`src/rtl/cpu_cfg_pkg.sv`:
```
package cpu_cfg_pkg;

  localparam int XLEN  = 32;
  localparam int IM_AW = 14;
  localparam int DM_AW = 14;

  typedef logic [XLEN-1:0] word_t;

  localparam word_t RESET_PC = '0;

  typedef enum logic [3:0] {
    ALU_ADD,
    ALU_SUB,
    ALU_AND,
    ALU_OR,
    ALU_XOR,
    ALU_SLT,
    ALU_SLTU,
    ALU_SLL,
    ALU_SRL,
    ALU_SRA,
    ALU_PASSB
  } alu_op_e;

  typedef enum logic [1:0] {
    WB_ALU,
    WB_LINK,
    WB_LOAD
  } wb_sel_e;

  typedef enum logic [1:0] {
    FWD_NONE,
    FWD_ME,
    FWD_WB
  } fwd_sel_e;

  // ID/EX pipeline contents
  typedef struct packed {
    word_t      rs1_data;
    word_t      rs2_data;
    word_t      imm;
    word_t      link;
    logic [4:0] rs1;
    logic [4:0] rs2;
    logic [4:0] rd;
    alu_op_e    alu_op;
    logic       use_imm;
    logic       wen;
    logic       mem_read;
    logic       mem_write;
    wb_sel_e    wb_sel;
  } id_ex_t;

endpackage

```
`src/rtl/rv_isa_pkg.sv`:
```
package rv_isa_pkg;

  // Instruction field positions
  localparam int OPCODE_LSB = 0;
  localparam int OPCODE_MSB = 6;
  localparam int RD_LSB     = 7;
  localparam int F3_LSB     = 12;
  localparam int RS1_LSB    = 15;
  localparam int RS2_LSB    = 20;
  localparam int F7_ALT_BIT = 30;

  localparam int NUM_REGS = 32;

  typedef logic [4:0] reg_idx_t;

  typedef enum logic [6:0] {
    OP_REG    = 7'b0110011,
    OP_IMM    = 7'b0010011,
    OP_LUI    = 7'b0110111,
    OP_LOAD   = 7'b0000011,
    OP_STORE  = 7'b0100011,
    OP_BRANCH = 7'b1100011,
    OP_JAL    = 7'b1101111
  } opcode_e;

  typedef enum logic [2:0] {
    BR_EQ  = 3'b000,
    BR_NE  = 3'b001,
    BR_LT  = 3'b100,
    BR_GE  = 3'b101,
    BR_LTU = 3'b110,
    BR_GEU = 3'b111
  } branch_f3_e;

  // SRL and SRA share F3_SR, bit 30 tells them apart
  typedef enum logic [2:0] {
    F3_ADD  = 3'b000,
    F3_SLL  = 3'b001,
    F3_SLT  = 3'b010,
    F3_SLTU = 3'b011,
    F3_XOR  = 3'b100,
    F3_SR   = 3'b101,
    F3_OR   = 3'b110,
    F3_AND  = 3'b111
  } alu_f3_e;

endpackage
```
`src/rtl/hazard_if.sv`:
```
`timescale 1ns/1ps

interface hazard_if;

  // Decode stage sources
  rv_isa_pkg::reg_idx_t  rs1_id;
  rv_isa_pkg::reg_idx_t  rs2_id;
  logic                  uses_rs1_id;
  logic                  uses_rs2_id;
  logic                  is_branch_id;

  // Execute, memory and writeback state
  rv_isa_pkg::reg_idx_t  rs1_ex;
  rv_isa_pkg::reg_idx_t  rs2_ex;
  rv_isa_pkg::reg_idx_t  rd_ex;
  logic                  wen_ex;
  logic                  load_ex;
  rv_isa_pkg::reg_idx_t  rd_me;
  logic                  wen_me;
  logic                  load_me;
  rv_isa_pkg::reg_idx_t  rd_wb;
  logic                  wen_wb;

  // Hazard unit decisions
  cpu_cfg_pkg::fwd_sel_e fwd_a;
  cpu_cfg_pkg::fwd_sel_e fwd_b;
  logic                  cmp_fwd_a;
  logic                  cmp_fwd_b;
  logic                  stall;

  modport id (
    output rs1_id, rs2_id, uses_rs1_id, uses_rs2_id, is_branch_id,
    input  stall, cmp_fwd_a, cmp_fwd_b
  );

  modport ex (
    output rs1_ex, rs2_ex, rd_ex, wen_ex, load_ex,
    output rd_me, wen_me, load_me, rd_wb, wen_wb,
    input  fwd_a, fwd_b
  );

  modport hz (
    input  rs1_id, rs2_id, uses_rs1_id, uses_rs2_id, is_branch_id,
    input  rs1_ex, rs2_ex, rd_ex, wen_ex, load_ex,
    input  rd_me, wen_me, load_me, rd_wb, wen_wb,
    output fwd_a, fwd_b, cmp_fwd_a, cmp_fwd_b, stall
  );

endinterface

```
`src/rtl/cpu_top.sv`:
```
`timescale 1ns/1ps

module cpu_top (
  input  logic                          clk_i,
  input  logic                          rst_n_i,
  output logic [cpu_cfg_pkg::IM_AW-1:0] im_addr_o,
  input  cpu_cfg_pkg::word_t            im_data_i,
  output logic                          dm_re_o,
  output logic                          dm_we_o,
  output logic [cpu_cfg_pkg::DM_AW-1:0] dm_addr_o,
  output cpu_cfg_pkg::word_t            dm_wdata_o,
  input  cpu_cfg_pkg::word_t            dm_data_i
);

  cpu_cfg_pkg::id_ex_t  id_ex;
  cpu_cfg_pkg::word_t   me_fwd_data;
  rv_isa_pkg::reg_idx_t wb_rd;
  cpu_cfg_pkg::word_t   wb_data;
  logic                 wb_wen;

  hazard_if i_hazard_if ();

  fetch_decode i_fetch_decode (
    .clk_i        (clk_i),
    .rst_n_i      (rst_n_i),
    .im_addr_o    (im_addr_o),
    .im_data_i    (im_data_i),
    .hz           (i_hazard_if.id),
    .me_fwd_data_i(me_fwd_data),
    .wb_rd_i      (wb_rd),
    .wb_data_i    (wb_data),
    .wb_wen_i     (wb_wen),
    .id_ex_o      (id_ex)
  );

  execute_mem i_execute_mem (
    .clk_i        (clk_i),
    .rst_n_i      (rst_n_i),
    .id_ex_i      (id_ex),
    .hz           (i_hazard_if.ex),
    .dm_re_o      (dm_re_o),
    .dm_we_o      (dm_we_o),
    .dm_addr_o    (dm_addr_o),
    .dm_wdata_o   (dm_wdata_o),
    .dm_data_i    (dm_data_i),
    .me_fwd_data_o(me_fwd_data),
    .wb_rd_o      (wb_rd),
    .wb_data_o    (wb_data),
    .wb_wen_o     (wb_wen)
  );

  hazard_unit i_hazard_unit (
    .hz(i_hazard_if.hz)
  );

endmodule

```
`src/rtl/hazard_unit.sv`:
```
`timescale 1ns/1ps

module hazard_unit (
  hazard_if.hz hz
);

  logic ex_dep;
  logic me_dep;

  // Match on a written, nonzero destination
  function automatic logic hit(rv_isa_pkg::reg_idx_t src, rv_isa_pkg::reg_idx_t dst,
                               logic wen);
    return wen && (dst != '0) && (dst == src);
  endfunction

  // ALU operand forwarding, the younger ME result wins
  always_comb begin
    hz.fwd_a = cpu_cfg_pkg::FWD_NONE;
    hz.fwd_b = cpu_cfg_pkg::FWD_NONE;
    if (hit(hz.rs1_ex, hz.rd_me, hz.wen_me)) begin
      hz.fwd_a = cpu_cfg_pkg::FWD_ME;
    end else if (hit(hz.rs1_ex, hz.rd_wb, hz.wen_wb)) begin
      hz.fwd_a = cpu_cfg_pkg::FWD_WB;
    end
    if (hit(hz.rs2_ex, hz.rd_me, hz.wen_me)) begin
      hz.fwd_b = cpu_cfg_pkg::FWD_ME;
    end else if (hit(hz.rs2_ex, hz.rd_wb, hz.wen_wb)) begin
      hz.fwd_b = cpu_cfg_pkg::FWD_WB;
    end
  end

  // Load data in ME is too late for the comparator
  assign hz.cmp_fwd_a = hit(hz.rs1_id, hz.rd_me, hz.wen_me && !hz.load_me);
  assign hz.cmp_fwd_b = hit(hz.rs2_id, hz.rd_me, hz.wen_me && !hz.load_me);

  assign ex_dep = (hz.uses_rs1_id && hit(hz.rs1_id, hz.rd_ex, hz.wen_ex)) ||
                  (hz.uses_rs2_id && hit(hz.rs2_id, hz.rd_ex, hz.wen_ex));
  assign me_dep = (hz.uses_rs1_id && hit(hz.rs1_id, hz.rd_me, hz.wen_me)) ||
                  (hz.uses_rs2_id && hit(hz.rs2_id, hz.rd_me, hz.wen_me));

  // Load-use, branch on EX result, branch on load in ME
  assign hz.stall = (ex_dep && (hz.load_ex || hz.is_branch_id)) ||
                    (me_dep && hz.load_me && hz.is_branch_id);

endmodule

```
`src/rtl/execute_mem.sv`:
```
`timescale 1ns/1ps

module execute_mem (
  input  logic                          clk_i,
  input  logic                          rst_n_i,
  input  cpu_cfg_pkg::id_ex_t           id_ex_i,
  hazard_if.ex                          hz,
  output logic                          dm_re_o,
  output logic                          dm_we_o,
  output logic [cpu_cfg_pkg::DM_AW-1:0] dm_addr_o,
  output cpu_cfg_pkg::word_t            dm_wdata_o,
  input  cpu_cfg_pkg::word_t            dm_data_i,
  output cpu_cfg_pkg::word_t            me_fwd_data_o,
  output logic [4:0]                    wb_rd_o,
  output cpu_cfg_pkg::word_t            wb_data_o,
  output logic                          wb_wen_o
);

  cpu_cfg_pkg::word_t    op_a;
  cpu_cfg_pkg::word_t    rs2_fwd;
  cpu_cfg_pkg::word_t    op_b;
  cpu_cfg_pkg::word_t    alu_y;
  cpu_cfg_pkg::word_t    me_alu_q;
  cpu_cfg_pkg::word_t    me_link_q;
  cpu_cfg_pkg::word_t    me_store_q;
  logic [4:0]            me_rd_q;
  logic                  me_wen_q;
  logic                  me_read_q;
  logic                  me_write_q;
  cpu_cfg_pkg::wb_sel_e  me_wb_sel_q;

  function automatic cpu_cfg_pkg::word_t fwd_mux(cpu_cfg_pkg::fwd_sel_e sel,
                                                 cpu_cfg_pkg::word_t id_val,
                                                 cpu_cfg_pkg::word_t me_val,
                                                 cpu_cfg_pkg::word_t wb_val);
    case (sel)
      cpu_cfg_pkg::FWD_ME: return me_val;
      cpu_cfg_pkg::FWD_WB: return wb_val;
      default:             return id_val;
    endcase
  endfunction

  // -------------------------------------------------------------------------
  // Execute
  // -------------------------------------------------------------------------
  assign op_a    = fwd_mux(hz.fwd_a, id_ex_i.rs1_data, me_fwd_data_o, wb_data_o);
  assign rs2_fwd = fwd_mux(hz.fwd_b, id_ex_i.rs2_data, me_fwd_data_o, wb_data_o);
  assign op_b    = id_ex_i.use_imm ? id_ex_i.imm : rs2_fwd;

  alu i_alu (
    .a_i (op_a),
    .b_i (op_b),
    .op_i(id_ex_i.alu_op),
    .y_o (alu_y)
  );

  // EX/ME register, store data already forwarded
  always_ff @(posedge clk_i) begin
    if (!rst_n_i) begin
      me_wen_q   <= 1'b0;
      me_read_q  <= 1'b0;
      me_write_q <= 1'b0;
    end else begin
      me_wen_q   <= id_ex_i.wen;
      me_read_q  <= id_ex_i.mem_read;
      me_write_q <= id_ex_i.mem_write;
    end
    me_alu_q    <= alu_y;
    me_link_q   <= id_ex_i.link;
    me_store_q  <= rs2_fwd;
    me_rd_q     <= id_ex_i.rd;
    me_wb_sel_q <= id_ex_i.wb_sel;
  end

  // -------------------------------------------------------------------------
  // Memory and writeback
  // -------------------------------------------------------------------------
  assign dm_re_o    = me_read_q;
  assign dm_we_o    = me_write_q;
  assign dm_addr_o  = me_alu_q[cpu_cfg_pkg::DM_AW+1:2];
  assign dm_wdata_o = me_store_q;

  always_comb begin
    case (me_wb_sel_q)
      cpu_cfg_pkg::WB_LINK: me_fwd_data_o = me_link_q;
      cpu_cfg_pkg::WB_LOAD: me_fwd_data_o = dm_data_i;
      default:              me_fwd_data_o = me_alu_q;
    endcase
  end

  always_ff @(posedge clk_i) begin
    if (!rst_n_i) begin
      wb_wen_o <= 1'b0;
    end else begin
      wb_wen_o <= me_wen_q;
    end
    wb_rd_o   <= me_rd_q;
    wb_data_o <= me_fwd_data_o;
  end

  // State seen by the hazard unit
  assign hz.rs1_ex  = id_ex_i.rs1;
  assign hz.rs2_ex  = id_ex_i.rs2;
  assign hz.rd_ex   = id_ex_i.rd;
  assign hz.wen_ex  = id_ex_i.wen;
  assign hz.load_ex = id_ex_i.mem_read;
  assign hz.rd_me   = me_rd_q;
  assign hz.wen_me  = me_wen_q;
  assign hz.load_me = me_read_q;
  assign hz.rd_wb   = wb_rd_o;
  assign hz.wen_wb  = wb_wen_o;

endmodule

```
`src/rtl/fetch_decode.sv`:
```
`timescale 1ns/1ps

module fetch_decode (
  input  logic                           clk_i,
  input  logic                           rst_n_i,
  output logic [cpu_cfg_pkg::IM_AW-1:0]  im_addr_o,
  input  cpu_cfg_pkg::word_t             im_data_i,
  hazard_if.id                           hz,
  input  cpu_cfg_pkg::word_t             me_fwd_data_i,
  input  rv_isa_pkg::reg_idx_t           wb_rd_i,
  input  cpu_cfg_pkg::word_t             wb_data_i,
  input  logic                           wb_wen_i,
  output cpu_cfg_pkg::id_ex_t            id_ex_o
);

  cpu_cfg_pkg::word_t   pc_q;
  cpu_cfg_pkg::word_t   pc_id_q;
  cpu_cfg_pkg::word_t   ir;
  logic                 valid_id_q;
  rv_isa_pkg::opcode_e  opcode;
  logic [2:0]           f3;
  rv_isa_pkg::reg_idx_t rs1;
  rv_isa_pkg::reg_idx_t rs2;
  cpu_cfg_pkg::word_t   imm_i;
  cpu_cfg_pkg::word_t   imm_s;
  cpu_cfg_pkg::word_t   imm_b;
  cpu_cfg_pkg::word_t   imm_u;
  cpu_cfg_pkg::word_t   imm_j;
  cpu_cfg_pkg::word_t   rs1_data;
  cpu_cfg_pkg::word_t   rs2_data;
  cpu_cfg_pkg::word_t   cmp_a;
  cpu_cfg_pkg::word_t   cmp_b;
  logic                 is_branch;
  logic                 is_jal;
  logic                 take;
  cpu_cfg_pkg::id_ex_t  id_ex_d;

  function automatic cpu_cfg_pkg::alu_op_e alu_dec(logic [2:0] fn, logic alt, logic is_reg);
    case (rv_isa_pkg::alu_f3_e'(fn))
      rv_isa_pkg::F3_ADD:  return (is_reg && alt) ? cpu_cfg_pkg::ALU_SUB : cpu_cfg_pkg::ALU_ADD;
      rv_isa_pkg::F3_SLL:  return cpu_cfg_pkg::ALU_SLL;
      rv_isa_pkg::F3_SLT:  return cpu_cfg_pkg::ALU_SLT;
      rv_isa_pkg::F3_SLTU: return cpu_cfg_pkg::ALU_SLTU;
      rv_isa_pkg::F3_XOR:  return cpu_cfg_pkg::ALU_XOR;
      rv_isa_pkg::F3_SR:   return alt ? cpu_cfg_pkg::ALU_SRA : cpu_cfg_pkg::ALU_SRL;
      rv_isa_pkg::F3_OR:   return cpu_cfg_pkg::ALU_OR;
      rv_isa_pkg::F3_AND:  return cpu_cfg_pkg::ALU_AND;
      default:             return cpu_cfg_pkg::ALU_ADD;
    endcase
  endfunction

  function automatic logic br_eval(logic [2:0] fn, cpu_cfg_pkg::word_t a,
                                   cpu_cfg_pkg::word_t b);
    case (rv_isa_pkg::branch_f3_e'(fn))
      rv_isa_pkg::BR_EQ:  return a == b;
      rv_isa_pkg::BR_NE:  return a != b;
      rv_isa_pkg::BR_LT:  return $signed(a) < $signed(b);
      rv_isa_pkg::BR_GE:  return $signed(a) >= $signed(b);
      rv_isa_pkg::BR_LTU: return a < b;
      rv_isa_pkg::BR_GEU: return a >= b;
      default:            return 1'b0;
    endcase
  endfunction

  // -------------------------------------------------------------------------
  // Fetch: PC and IF/ID register
  // -------------------------------------------------------------------------
  assign im_addr_o = pc_q[cpu_cfg_pkg::IM_AW+1:2];

  always_ff @(posedge clk_i) begin
    if (!rst_n_i) begin
      pc_q       <= cpu_cfg_pkg::RESET_PC;
      valid_id_q <= 1'b0;
    end else if (!hz.stall) begin
      pc_q       <= take ? pc_id_q + id_ex_d.imm : pc_q + 32'd4;
      // Taken branch or JAL kills the slot behind it
      valid_id_q <= !take;
      ir         <= im_data_i;
      pc_id_q    <= pc_q;
    end
  end

  // -------------------------------------------------------------------------
  // Decode
  // -------------------------------------------------------------------------
  assign opcode = rv_isa_pkg::opcode_e'(ir[rv_isa_pkg::OPCODE_MSB:rv_isa_pkg::OPCODE_LSB]);
  assign f3     = ir[rv_isa_pkg::F3_LSB +: 3];
  assign rs1    = ir[rv_isa_pkg::RS1_LSB +: 5];
  assign rs2    = ir[rv_isa_pkg::RS2_LSB +: 5];

  assign imm_i = {{20{ir[31]}}, ir[31:20]};
  assign imm_s = {{20{ir[31]}}, ir[31:25], ir[11:7]};
  assign imm_b = {{19{ir[31]}}, ir[31], ir[7], ir[30:25], ir[11:8], 1'b0};
  assign imm_u = {ir[31:12], 12'b0};
  assign imm_j = {{11{ir[31]}}, ir[31], ir[19:12], ir[20], ir[30:21], 1'b0};

  reg_file i_reg_file (
    .clk_i     (clk_i),
    .rst_n_i   (rst_n_i),
    .rs1_i     (rs1),
    .rs2_i     (rs2),
    .rd_i      (wb_rd_i),
    .rd_data_i (wb_data_i),
    .wen_i     (wb_wen_i),
    .rs1_data_o(rs1_data),
    .rs2_data_o(rs2_data)
  );

  always_comb begin
    id_ex_d           = '0;
    id_ex_d.rs1_data  = rs1_data;
    id_ex_d.rs2_data  = rs2_data;
    id_ex_d.imm       = imm_i;
    id_ex_d.link      = pc_id_q + 32'd4;
    id_ex_d.rs1       = rs1;
    id_ex_d.rs2       = rs2;
    id_ex_d.rd        = ir[rv_isa_pkg::RD_LSB +: 5];
    id_ex_d.alu_op    = cpu_cfg_pkg::ALU_ADD;
    id_ex_d.wb_sel    = cpu_cfg_pkg::WB_ALU;
    hz.uses_rs1_id    = 1'b0;
    hz.uses_rs2_id    = 1'b0;
    is_branch         = 1'b0;
    is_jal            = 1'b0;
    if (valid_id_q) begin
      case (opcode)
        rv_isa_pkg::OP_REG: begin
          id_ex_d.wen    = 1'b1;
          id_ex_d.alu_op = alu_dec(f3, ir[rv_isa_pkg::F7_ALT_BIT], 1'b1);
          hz.uses_rs1_id = 1'b1;
          hz.uses_rs2_id = 1'b1;
        end
        rv_isa_pkg::OP_IMM: begin
          id_ex_d.wen     = 1'b1;
          id_ex_d.use_imm = 1'b1;
          id_ex_d.alu_op  = alu_dec(f3, ir[rv_isa_pkg::F7_ALT_BIT], 1'b0);
          hz.uses_rs1_id  = 1'b1;
        end
        rv_isa_pkg::OP_LUI: begin
          id_ex_d.wen     = 1'b1;
          id_ex_d.use_imm = 1'b1;
          id_ex_d.imm     = imm_u;
          id_ex_d.alu_op  = cpu_cfg_pkg::ALU_PASSB;
        end
        rv_isa_pkg::OP_LOAD: begin
          id_ex_d.wen      = 1'b1;
          id_ex_d.use_imm  = 1'b1;
          id_ex_d.mem_read = 1'b1;
          id_ex_d.wb_sel   = cpu_cfg_pkg::WB_LOAD;
          hz.uses_rs1_id   = 1'b1;
        end
        rv_isa_pkg::OP_STORE: begin
          id_ex_d.use_imm   = 1'b1;
          id_ex_d.mem_write = 1'b1;
          id_ex_d.imm       = imm_s;
          hz.uses_rs1_id    = 1'b1;
          hz.uses_rs2_id    = 1'b1;
        end
        rv_isa_pkg::OP_BRANCH: begin
          id_ex_d.imm    = imm_b;
          is_branch      = 1'b1;
          hz.uses_rs1_id = 1'b1;
          hz.uses_rs2_id = 1'b1;
        end
        rv_isa_pkg::OP_JAL: begin
          id_ex_d.wen    = 1'b1;
          id_ex_d.imm    = imm_j;
          id_ex_d.wb_sel = cpu_cfg_pkg::WB_LINK;
          is_jal         = 1'b1;
        end
        default: ;
      endcase
    end
  end

  assign hz.rs1_id       = rs1;
  assign hz.rs2_id       = rs2;
  assign hz.is_branch_id = is_branch;

  // Comparator operands, WB values arrive through the register file
  assign cmp_a = hz.cmp_fwd_a ? me_fwd_data_i : rs1_data;
  assign cmp_b = hz.cmp_fwd_b ? me_fwd_data_i : rs2_data;

  assign take = !hz.stall && (is_jal || (is_branch && br_eval(f3, cmp_a, cmp_b)));

  // -------------------------------------------------------------------------
  // ID/EX register, bubble on stall
  // -------------------------------------------------------------------------
  always_ff @(posedge clk_i) begin
    if (!rst_n_i || hz.stall) begin
      id_ex_o.wen       <= 1'b0;
      id_ex_o.mem_read  <= 1'b0;
      id_ex_o.mem_write <= 1'b0;
    end else begin
      id_ex_o <= id_ex_d;
    end
  end

endmodule

```
`src/rtl/alu.sv`:
```
`timescale 1ns/1ps

module alu (
  input  cpu_cfg_pkg::word_t   a_i,
  input  cpu_cfg_pkg::word_t   b_i,
  input  cpu_cfg_pkg::alu_op_e op_i,
  output cpu_cfg_pkg::word_t   y_o
);

  logic [4:0] shamt;

  assign shamt = b_i[4:0];

  always_comb begin
    case (op_i)
      cpu_cfg_pkg::ALU_ADD:   y_o = a_i + b_i;
      cpu_cfg_pkg::ALU_SUB:   y_o = a_i - b_i;
      cpu_cfg_pkg::ALU_AND:   y_o = a_i & b_i;
      cpu_cfg_pkg::ALU_OR:    y_o = a_i | b_i;
      cpu_cfg_pkg::ALU_XOR:   y_o = a_i ^ b_i;
      cpu_cfg_pkg::ALU_SLT:   y_o = {31'b0, $signed(a_i) < $signed(b_i)};
      cpu_cfg_pkg::ALU_SLTU:  y_o = {31'b0, a_i < b_i};
      cpu_cfg_pkg::ALU_SLL:   y_o = a_i << shamt;
      cpu_cfg_pkg::ALU_SRL:   y_o = a_i >> shamt;
      cpu_cfg_pkg::ALU_SRA:   y_o = $signed(a_i) >>> shamt;
      // LUI result comes straight from the immediate
      cpu_cfg_pkg::ALU_PASSB: y_o = b_i;
      default:                y_o = '0;
    endcase
  end

endmodule

```
`src/rtl/reg_file.sv`:
```
`timescale 1ns/1ps

module reg_file (
  input  logic                 clk_i,
  input  logic                 rst_n_i,
  input  rv_isa_pkg::reg_idx_t rs1_i,
  input  rv_isa_pkg::reg_idx_t rs2_i,
  input  rv_isa_pkg::reg_idx_t rd_i,
  input  cpu_cfg_pkg::word_t   rd_data_i,
  input  logic                 wen_i,
  output cpu_cfg_pkg::word_t   rs1_data_o,
  output cpu_cfg_pkg::word_t   rs2_data_o
);

  cpu_cfg_pkg::word_t regs [rv_isa_pkg::NUM_REGS];
  logic               wr_ok;

  // x0 is never written
  assign wr_ok = wen_i && (rd_i != '0);

  always_ff @(posedge clk_i) begin
    if (!rst_n_i) begin
      for (int i = 0; i < rv_isa_pkg::NUM_REGS; i++) begin
        regs[i] <= '0;
      end
    end else if (wr_ok) begin
      regs[rd_i] <= rd_data_i;
    end
  end

  // Write-through so ID sees the value retiring in WB
  assign rs1_data_o = (wr_ok && rd_i == rs1_i) ? rd_data_i : regs[rs1_i];
  assign rs2_data_o = (wr_ok && rd_i == rs2_i) ? rd_data_i : regs[rs2_i];

endmodule

```
`config.mk`:
```
export PLATFORM = sky130hd
export DESIGN_NAME = cpu_top
export DESIGN_NICKNAME = d
export VERILOG_FILES = /design/src/rtl/cpu_cfg_pkg.sv /design/src/rtl/rv_isa_pkg.sv /design/src/rtl/hazard_if.sv /design/src/rtl/cpu_top.sv /design/src/rtl/hazard_unit.sv /design/src/rtl/execute_mem.sv /design/src/rtl/fetch_decode.sv /design/src/rtl/alu.sv /design/src/rtl/reg_file.sv
export SDC_FILE = /design/constraint.sdc
export NUM_CORES = 2
export LEC_CHECK = 0
export ABC_CLOCK_PERIOD_IN_PS = 11400
export BUFFER_PORTS_ARGS = -buffer_cell sky130_fd_sc_hd__buf_2
export CAP_MARGIN = 20
export CELL_PAD_IN_SITES_DETAIL_PLACEMENT = 1
export CELL_PAD_IN_SITES_GLOBAL_PLACEMENT = 1
export CORE_MARGIN = 5
export CORE_UTILIZATION = 40
export CTS_CLUSTER_DIAMETER = 200
export DETAILED_ROUTE_END_ITERATION = 16
export GPL_TIMING_DRIVEN = 0
export HOLD_SLACK_MARGIN = 0.08
export PLACE_DENSITY = 0.73
export SYNTH_ARGS = -nofsm -noshare
export SYNTH_HDL_FRONTEND = slang
export SYNTH_SLANG_ARGS = --single-unit
```
`constraint.sdc`:
```
create_clock -name clk_i -period 11.4 [get_ports clk_i]
set_clock_uncertainty 0.2 [all_clocks]
set_input_delay 1.14 -clock clk_i [delete_from_list [all_inputs] [get_ports clk_i]]
set_output_delay 1.14 -clock clk_i [all_outputs]
set_load 0.02 [all_outputs]
```
Yosys cells after proc, flatten, opt, wreduce, memory -nomap -nowiden:

Memories as Yosys holds them, arrays and structs flattened. A register that Yosys moved wholly into a read port is not among the register bits.
Cells that the tools add are included.
W data, S select, Z words.

* add/subtract/negate cells: 5
* magnitude comparators: 6
* shift-type cells: 3
* mux-type cells: 44
* eq/ne operators: 42
* bitwise operators: 5
* reduce and logical (&&, ||, !) cells: 48

Operator list (number)
* $pmux W32 S11: 1
* $mux W32: 7
* $pmux W32 S2: 3
* $lt A32 B32 Y1: 4
* $pmux W31 S4: 1
* $add A32 B3 Y32 const B: 2
* $add A32 B32 Y32: 2
* $ge A32 B32 Y1: 2
* $pmux W4 S8: 2
* $eq A5 B5 Y1: 10
* $and A32 B32 Y32: 1
* $eq A32 B32 Y1: 1
* $ne A32 B32 Y1: 1
* $or A32 B32 Y32: 1
* $reduce_or A32 Y1: 1
* $shl A32 B5 Y32: 1
* $shr A32 B5 Y32: 1
* $sshr A32 B5 Y32: 1
* $sub A32 B32 Y32: 1
* $xor A32 B32 Y32: 1
* $mux W31: 1
* $logic_and A1 B1 Y1: 26
* $eq A7 B6 Y1 const B: 3
* $mux W1: 19
* other kinds (28): 60

* memories kept: 1
* input port bits: 66
* memory bits (writable): 1024
* output and inout port bits: 62
* word-level logic and storage cells: 182
* register bits: 394

Memory list
* i_fetch_decode.i_reg_file.regs: words 32, bits a word 32, rd ports 2, clocked after memory_dff 2, write ports 32, line reg_file.sv:15 `cpu_cfg_pkg::word_t regs [rv_isa_pkg::NUM_REGS];`

Depth between registers and ports, before layout:

* word-level depth: 12
* mapped depth: 24
* depth with buffers taken out: 21

By module:

From an unflattened synthesis, not the netlist that was laid out.

* cell total of the unflattened synthesis: 6546
* area total of the unflattened synthesis: 82457.8 µm²

Modules (own cells, without submodules)
* reg_file: cells an instance 3499, times used 1, area an instance 53612.7 µm², sequential area each 30749.5 µm²
* fetch_decode: cells an instance 1065, times used 1, area an instance 12807.3 µm², sequential area each 7146.9 µm²
* alu: cells an instance 1238, times used 1, area an instance 8934.8 µm², sequential area each 0.0 µm²
* execute_mem: cells an instance 670, times used 1, area an instance 6510.0 µm², sequential area each 2882.8 µm²
* hazard_unit: cells an instance 74, times used 1, area an instance 593.1 µm², sequential area each 0.0 µm²

Worst setup path before layout:

OpenSTA, ideal clock, no wires.

* path kind: reg2reg
* from: register i_execute_mem.me_rd_q[1] (netlist: i_execute_mem.hz.rd_me[1])
* to: register i_fetch_decode.id_ex_o[0] (netlist bit) (enable)
* cell stages (with the launch flop): 8
* slack: 2.586 ns
* period minus slack after synthesis: 8.814 ns
* library setup time: 0.661 ns
* arrival: 7.952 ns
* data required time: 10.539 ns
* path buffers: 2
* cell sequence: dfxtp_1 buf_6 or4_4 o21a_1 a41oi_1 nand2_1 clkinv_1 clkbuf_1

* word-level cells in the longest chain between the ends: 9
* elaborated cells on any way between the ends: 13
* classes of those cells: 2 x eq/ne; 11 x reduce/logical

Ends and longest elaborated chain
* start: declaration: line execute_mem.sv:26 `logic [4:0] me_rd_q;`
* start signal: assignment: line execute_mem.sv:71 `me_rd_q <= id_ex_i.rd;`
* $reduce_bool A5 Y1: line hazard_unit.sv:13 `return wen && (dst != '0) && (dst == src);`
* $logic_and A1 B1 Y1 (2 in series): line hazard_unit.sv:13
* $logic_and A1 B1 Y1 (on tied branches): line hazard_unit.sv:38, hazard_unit.sv:39
* $logic_or A1 B1 Y1 *: line hazard_unit.sv:38 `assign me_dep = (hz.uses_rs1_id && hit(hz.rs1_id, hz.rd_me, hz.wen_me)) ||`
* $logic_and A1 B1 Y1 * (2 in series): line hazard_unit.sv:43 `(me_dep && hz.load_me && hz.is_branch_id);`
* $logic_or A1 B1 Y1 *: line hazard_unit.sv:42 `assign hz.stall = (ex_dep && (hz.load_ex || hz.is_branch_id)) ||`
* $logic_or A1 B1 Y1 *: line fetch_decode.sv:189 `if (!rst_n_i || hz.stall) begin`
* end signal: assignment: line fetch_decode.sv:194 `id_ex_o <= id_ex_d;`
* end: declaration: line fetch_decode.sv:13 `output cpu_cfg_pkg::id_ex_t id_ex_o`

Every way passes the cells marked *; elsewhere a longest branch is shown, timed or not.
A chain may end at the register's enable or synchronous reset.

==> run_results.csv <==
group,metric,value,unit
status,status,"completed",
drt,vias,61500,
yosys,synthTopCellsByCount,"1238 x edfxtp_1, 1005 x and2_1, 641 x mux4_2",
floorplanning,ios,128,
placement,place_inst,9144,
drt,final_antenna_net_count,0,
yosys,ys_warn_count,0,
global_routing,grt_pass1_wl,485000,um
timing,setup_viol,0,
setup_path,reg2reg_slack,1.74,ns
timing,rsz0062_at_grt,"no",
clock_tree,path_clk_slew,0.06,ns
min_path,min_path_cells,0,
timing,hold_viol_final,0,
drt,drt_iter0_markers,8795,
setup_path,rr_worst_depth,21,
timing,hold_ws,0.130,ns
clock_tree,clockBufferDepth,3,
yosys,synth_edf_count,1238,
flow_run,drv_cap,0,
setup_path,worstReg2RegEnd,"i_fetch_decode.pc_q[31]",
placement,hpwl,265000,um
yosys,synth_seq_area_share,0.501,
clock_tree,clk_latency,0.84,ns
finish,nNetsFinal,6880,
clock_tree,numCtsBuffers,155,
setup_path,start_kind,"flop",
finish,final.fill_count,20800,
setup_path,criticalPathCategory,"flop to flop",
yosys,syn-cell-area,81800,sq um
min_path,hp-start,"i_fetch_decode.id_ex_o[26]",
finish,area_delta_synth_final,14.7,%
yosys,synth_top_area_share,0.454,
timing,fin_setup_tns,0,ns
global_routing,overflow,0,
setup_path,slowest_stage,"clkbuf_1",
yosys,synthCells,6204,
clock_tree,cts_setup_buffers,0,
yosys,async_flop_share,0,
clock_tree,ctsHoldBuffers,0,
floorplanning,die_x,462,um
clock_tree,post_cts_resized,0,
power_and_ir_drop,power,0.0150,W
setup_path,arrival,10.12,ns
setup_path,critPathMaxFanout,10,
timing,max_freq,104,MHz
floorplanning,dieArea,214000,sq um
finish,fin_util,0.460,
power_and_ir_drop,power_frac_comb,0.231,
timing,worst_pin_slew,1.26,ns
power_and_ir_drop,max-vdd-ir-drop,157,uV
floorplanning,core_region_area,204000,sq um
min_path,hold_class,"flop to flop",
yosys,avgSynthCellArea,13.2,sq um
setup_path,critPathRequiredTime,11.86,ns
power_and_ir_drop,p_int,0.0101,W
timing,slew_violations,0,
placement,port_buffers,127,
yosys,yosys.area.top_type,"edfxtp_1",
drt,wl,351000,um
global_routing,grt_pass1_vias,62400,
yosys,ys_seq_elements,1428,
timing,post-route-period-util,0.847,
global_routing,grt_max_degree,64,
setup_path,slowest_delay,0.86,ns
finish,drive_gt1_frac,0.205,
yosys,synthTopCellsByArea,"edfxtp_1 45%, mux4_2 18%, and2_1 7.7%",
floorplanning,die_h,462,um
power_and_ir_drop,clkPwrFrac,0.351,
setup_path,cp_cell_sequence,"clkbuf_1 > clkbuf_1 > clkbuf_1 > buf_16 > mux4_2 > mux4_2 > mux2i_1 > o21ai_0 > mux2_2 > ha_1 > nand3_1 > nor4_1 > o21ai_0 > o211ai_1 > a21oi_1 > mux2i_1 > o21ai_1 > nand2_1 > clkbuf_1 > o41ai_1 > a221oi_1",
drt,dr.pass1.iters,6,
power_and_ir_drop,p_per_area,159,nW/um^2
drt,wl_per_cell,37.0,um
yosys,synth_flop_cell,"edfxtp_1",
floorplanning,start_util,0.401,
global_routing,antenna_found_initial,27,
setup_path,cp_common_cell,"clkbuf_1",
global_routing,grtUsageTotal,0.319,
floorplanning,rows,166,
yosys,yosysUniqueCellTypes,101,
drt,vias_per_cell,6.49,
finish,layoutNonFillerInstCount,9480,
power_and_ir_drop,p_sw,0.00488,W
power_and_ir_drop,sequentialPowerShare,0.418,
timing,max-slew-margin-rel,0.149,
clock_tree,clockRootBuffer,"clkbuf_16",
drt,drc_errors,0,
power_and_ir_drop,swShare,0.326,
clock_tree,clock_sinks,1428,
yosys,synth_most_common_cell,"edfxtp_1",
power_and_ir_drop,p_leak,33.9,nW
clock_tree,cts_tree,"yes",
setup_path,worst_setup_path_end_kind,"flop",
timing,period_minus_slack,9.66,ns
placement,place_congestion,0.971,
clock_tree,htreeDepth,4,
min_path,hold_end,"i_execute_mem.me_link_q[1]",
## area by class of cell
class / count / area [sq um] / share of cell area
Multi-Input combinational cell: 4118 / 38500 / 0.410
Antenna cell: 14 / 35.0 / 0.000373
Clock inverter: 87 / 1090 / 0.0117
Inverter: 112 / 423 / 0.00451
Timing Repair Buffer: 255 / 2910 / 0.0310
Tap cell: 2688 / 3360 / 0.0358
Buffer: 577 / 2430 / 0.0259
Sequential cell: 1428 / 41000 / 0.437
Clock buffer: 201 / 4130 / 0.0440
## worst max-delay path: cells and delay by family (launching register included)
kind	cells	cell delay [ns]
AND/OR/NAND/NOR	3	1.25
AO/OA/AOI/OAI	7	2.36
flip-flops	1	0.32
multiplexers	5	2.48
buffers and inverters	5	2.54
adder cells (fa/ha/maj)	1	0.30
## power groups by stage
stage	logic (W)	registers, W	clock network (W)
global placement	0.00316	0.00636	0
floorplan	0.00189	0.00620	0
global route	0.00354	0.00626	0.00551
CTS	0.00332	0.00623	0.00528
detailed placement	0.00329	0.00634	0
finish	0.00346	0.00625	0.00526
## state kept, by name (all words and copies together), names as in the netlist, 5 cells and up, named ones only
| name | count |
|---|---|
| i_execute_mem.hz.rd_me | 5 |
| i_fetch_decode.id_ex_o | 153 |
| i_execute_mem.dm_wdata_o | 32 |
| i_execute_mem.wb_data_o | 32 |
| i_execute_mem.me_link_q | 32 |
| i_execute_mem.hz.rd_wb | 5 |
| i_fetch_decode.pc_id_q | 32 |
| i_fetch_decode.pc_q | 32 |
| i_execute_mem.me_alu_q | 32 |
| i_fetch_decode.ir | 32 |
| i_fetch_decode.i_reg_file.regs | 1024 |
## layout by cell type (no fill, tap or decap), drive strengths merged, types with 28 or more instances in the layout
| master | count |
|---|---|
| edfxtp | 1238 |
| and2 | 1006 |
| mux4 | 641 |
| clkbuf | 635 |
| buf | 398 |
| nand2 | 331 |
| mux2i | 322 |
| o21ai | 263 |
| dfxtp | 190 |
| nor2 | 187 |
| a21oi | 169 |
| ha | 164 |
| inv | 118 |
| nand3 | 89 |
| xnor2 | 85 |
| a21o | 65 |
| clkinv | 63 |
| a22oi | 56 |
| nor3 | 47 |
| xor2 | 46 |
| or2 | 40 |
| mux2 | 38 |
| o221a | 35 |
| a221oi | 35 |
| conb | 32 |
| o221ai | 31 |
| nand4 | 31 |
| a31oi | 31 |
| o211ai | 29 |
| nor2b | 28 |
## worst max-delay path by stage
stage                                    from                    endpoint  slack [ns]
finish                                   flop     i_fetch_decode.pc_q[31]        1.74
global route                             flop     i_fetch_decode.pc_q[31]        1.68
CTS                                      flop     i_fetch_decode.pc_q[31]        1.76
detailed placement                       flop     i_fetch_decode.pc_q[31]        1.82
global placement         i_fetch_decode.ir[5]  i_fetch_decode.id_ex_o[38]       -1.88
floorplan           i_execute_mem.hz.rd_me[1]   i_fetch_decode.id_ex_o[0]        2.59
## cells by family after synthesis
logic type / count (synthesis) / synth area share
AOI/OAI and AO/OA: 922 / 0.0767
xor gates and xnor gates: 131 / 0.0140
adders and majority gates: 167 / 0.0258
buffers and inverters: 689 / 0.0347
DFF: 1428 / 0.501
muxes: 1001 / 0.222
other: 1 / 0.0000458
and+or+nand+nor: 1865 / 0.126
## metrics by stage
stage               setup WS [ns]  instance area [sq um]
finish                       1.74                  93900
global route                 1.68                  93800
CTS                          1.76                  93400
detailed placement           1.82                  88100
global placement            -1.88                  86000
floorplan                    2.59                  82000
## routing by layer
layer  global-route usage  up-vias  part of all wire
li1                     -    24600                 -
met1                0.397    32000              0.37
met2                0.498     4052              0.45
met3               0.0803      935              0.10
met4                0.201       10             0.079
met5                    0        -           0.00020
Note: power is estimated with default switching activity, not from simulation.
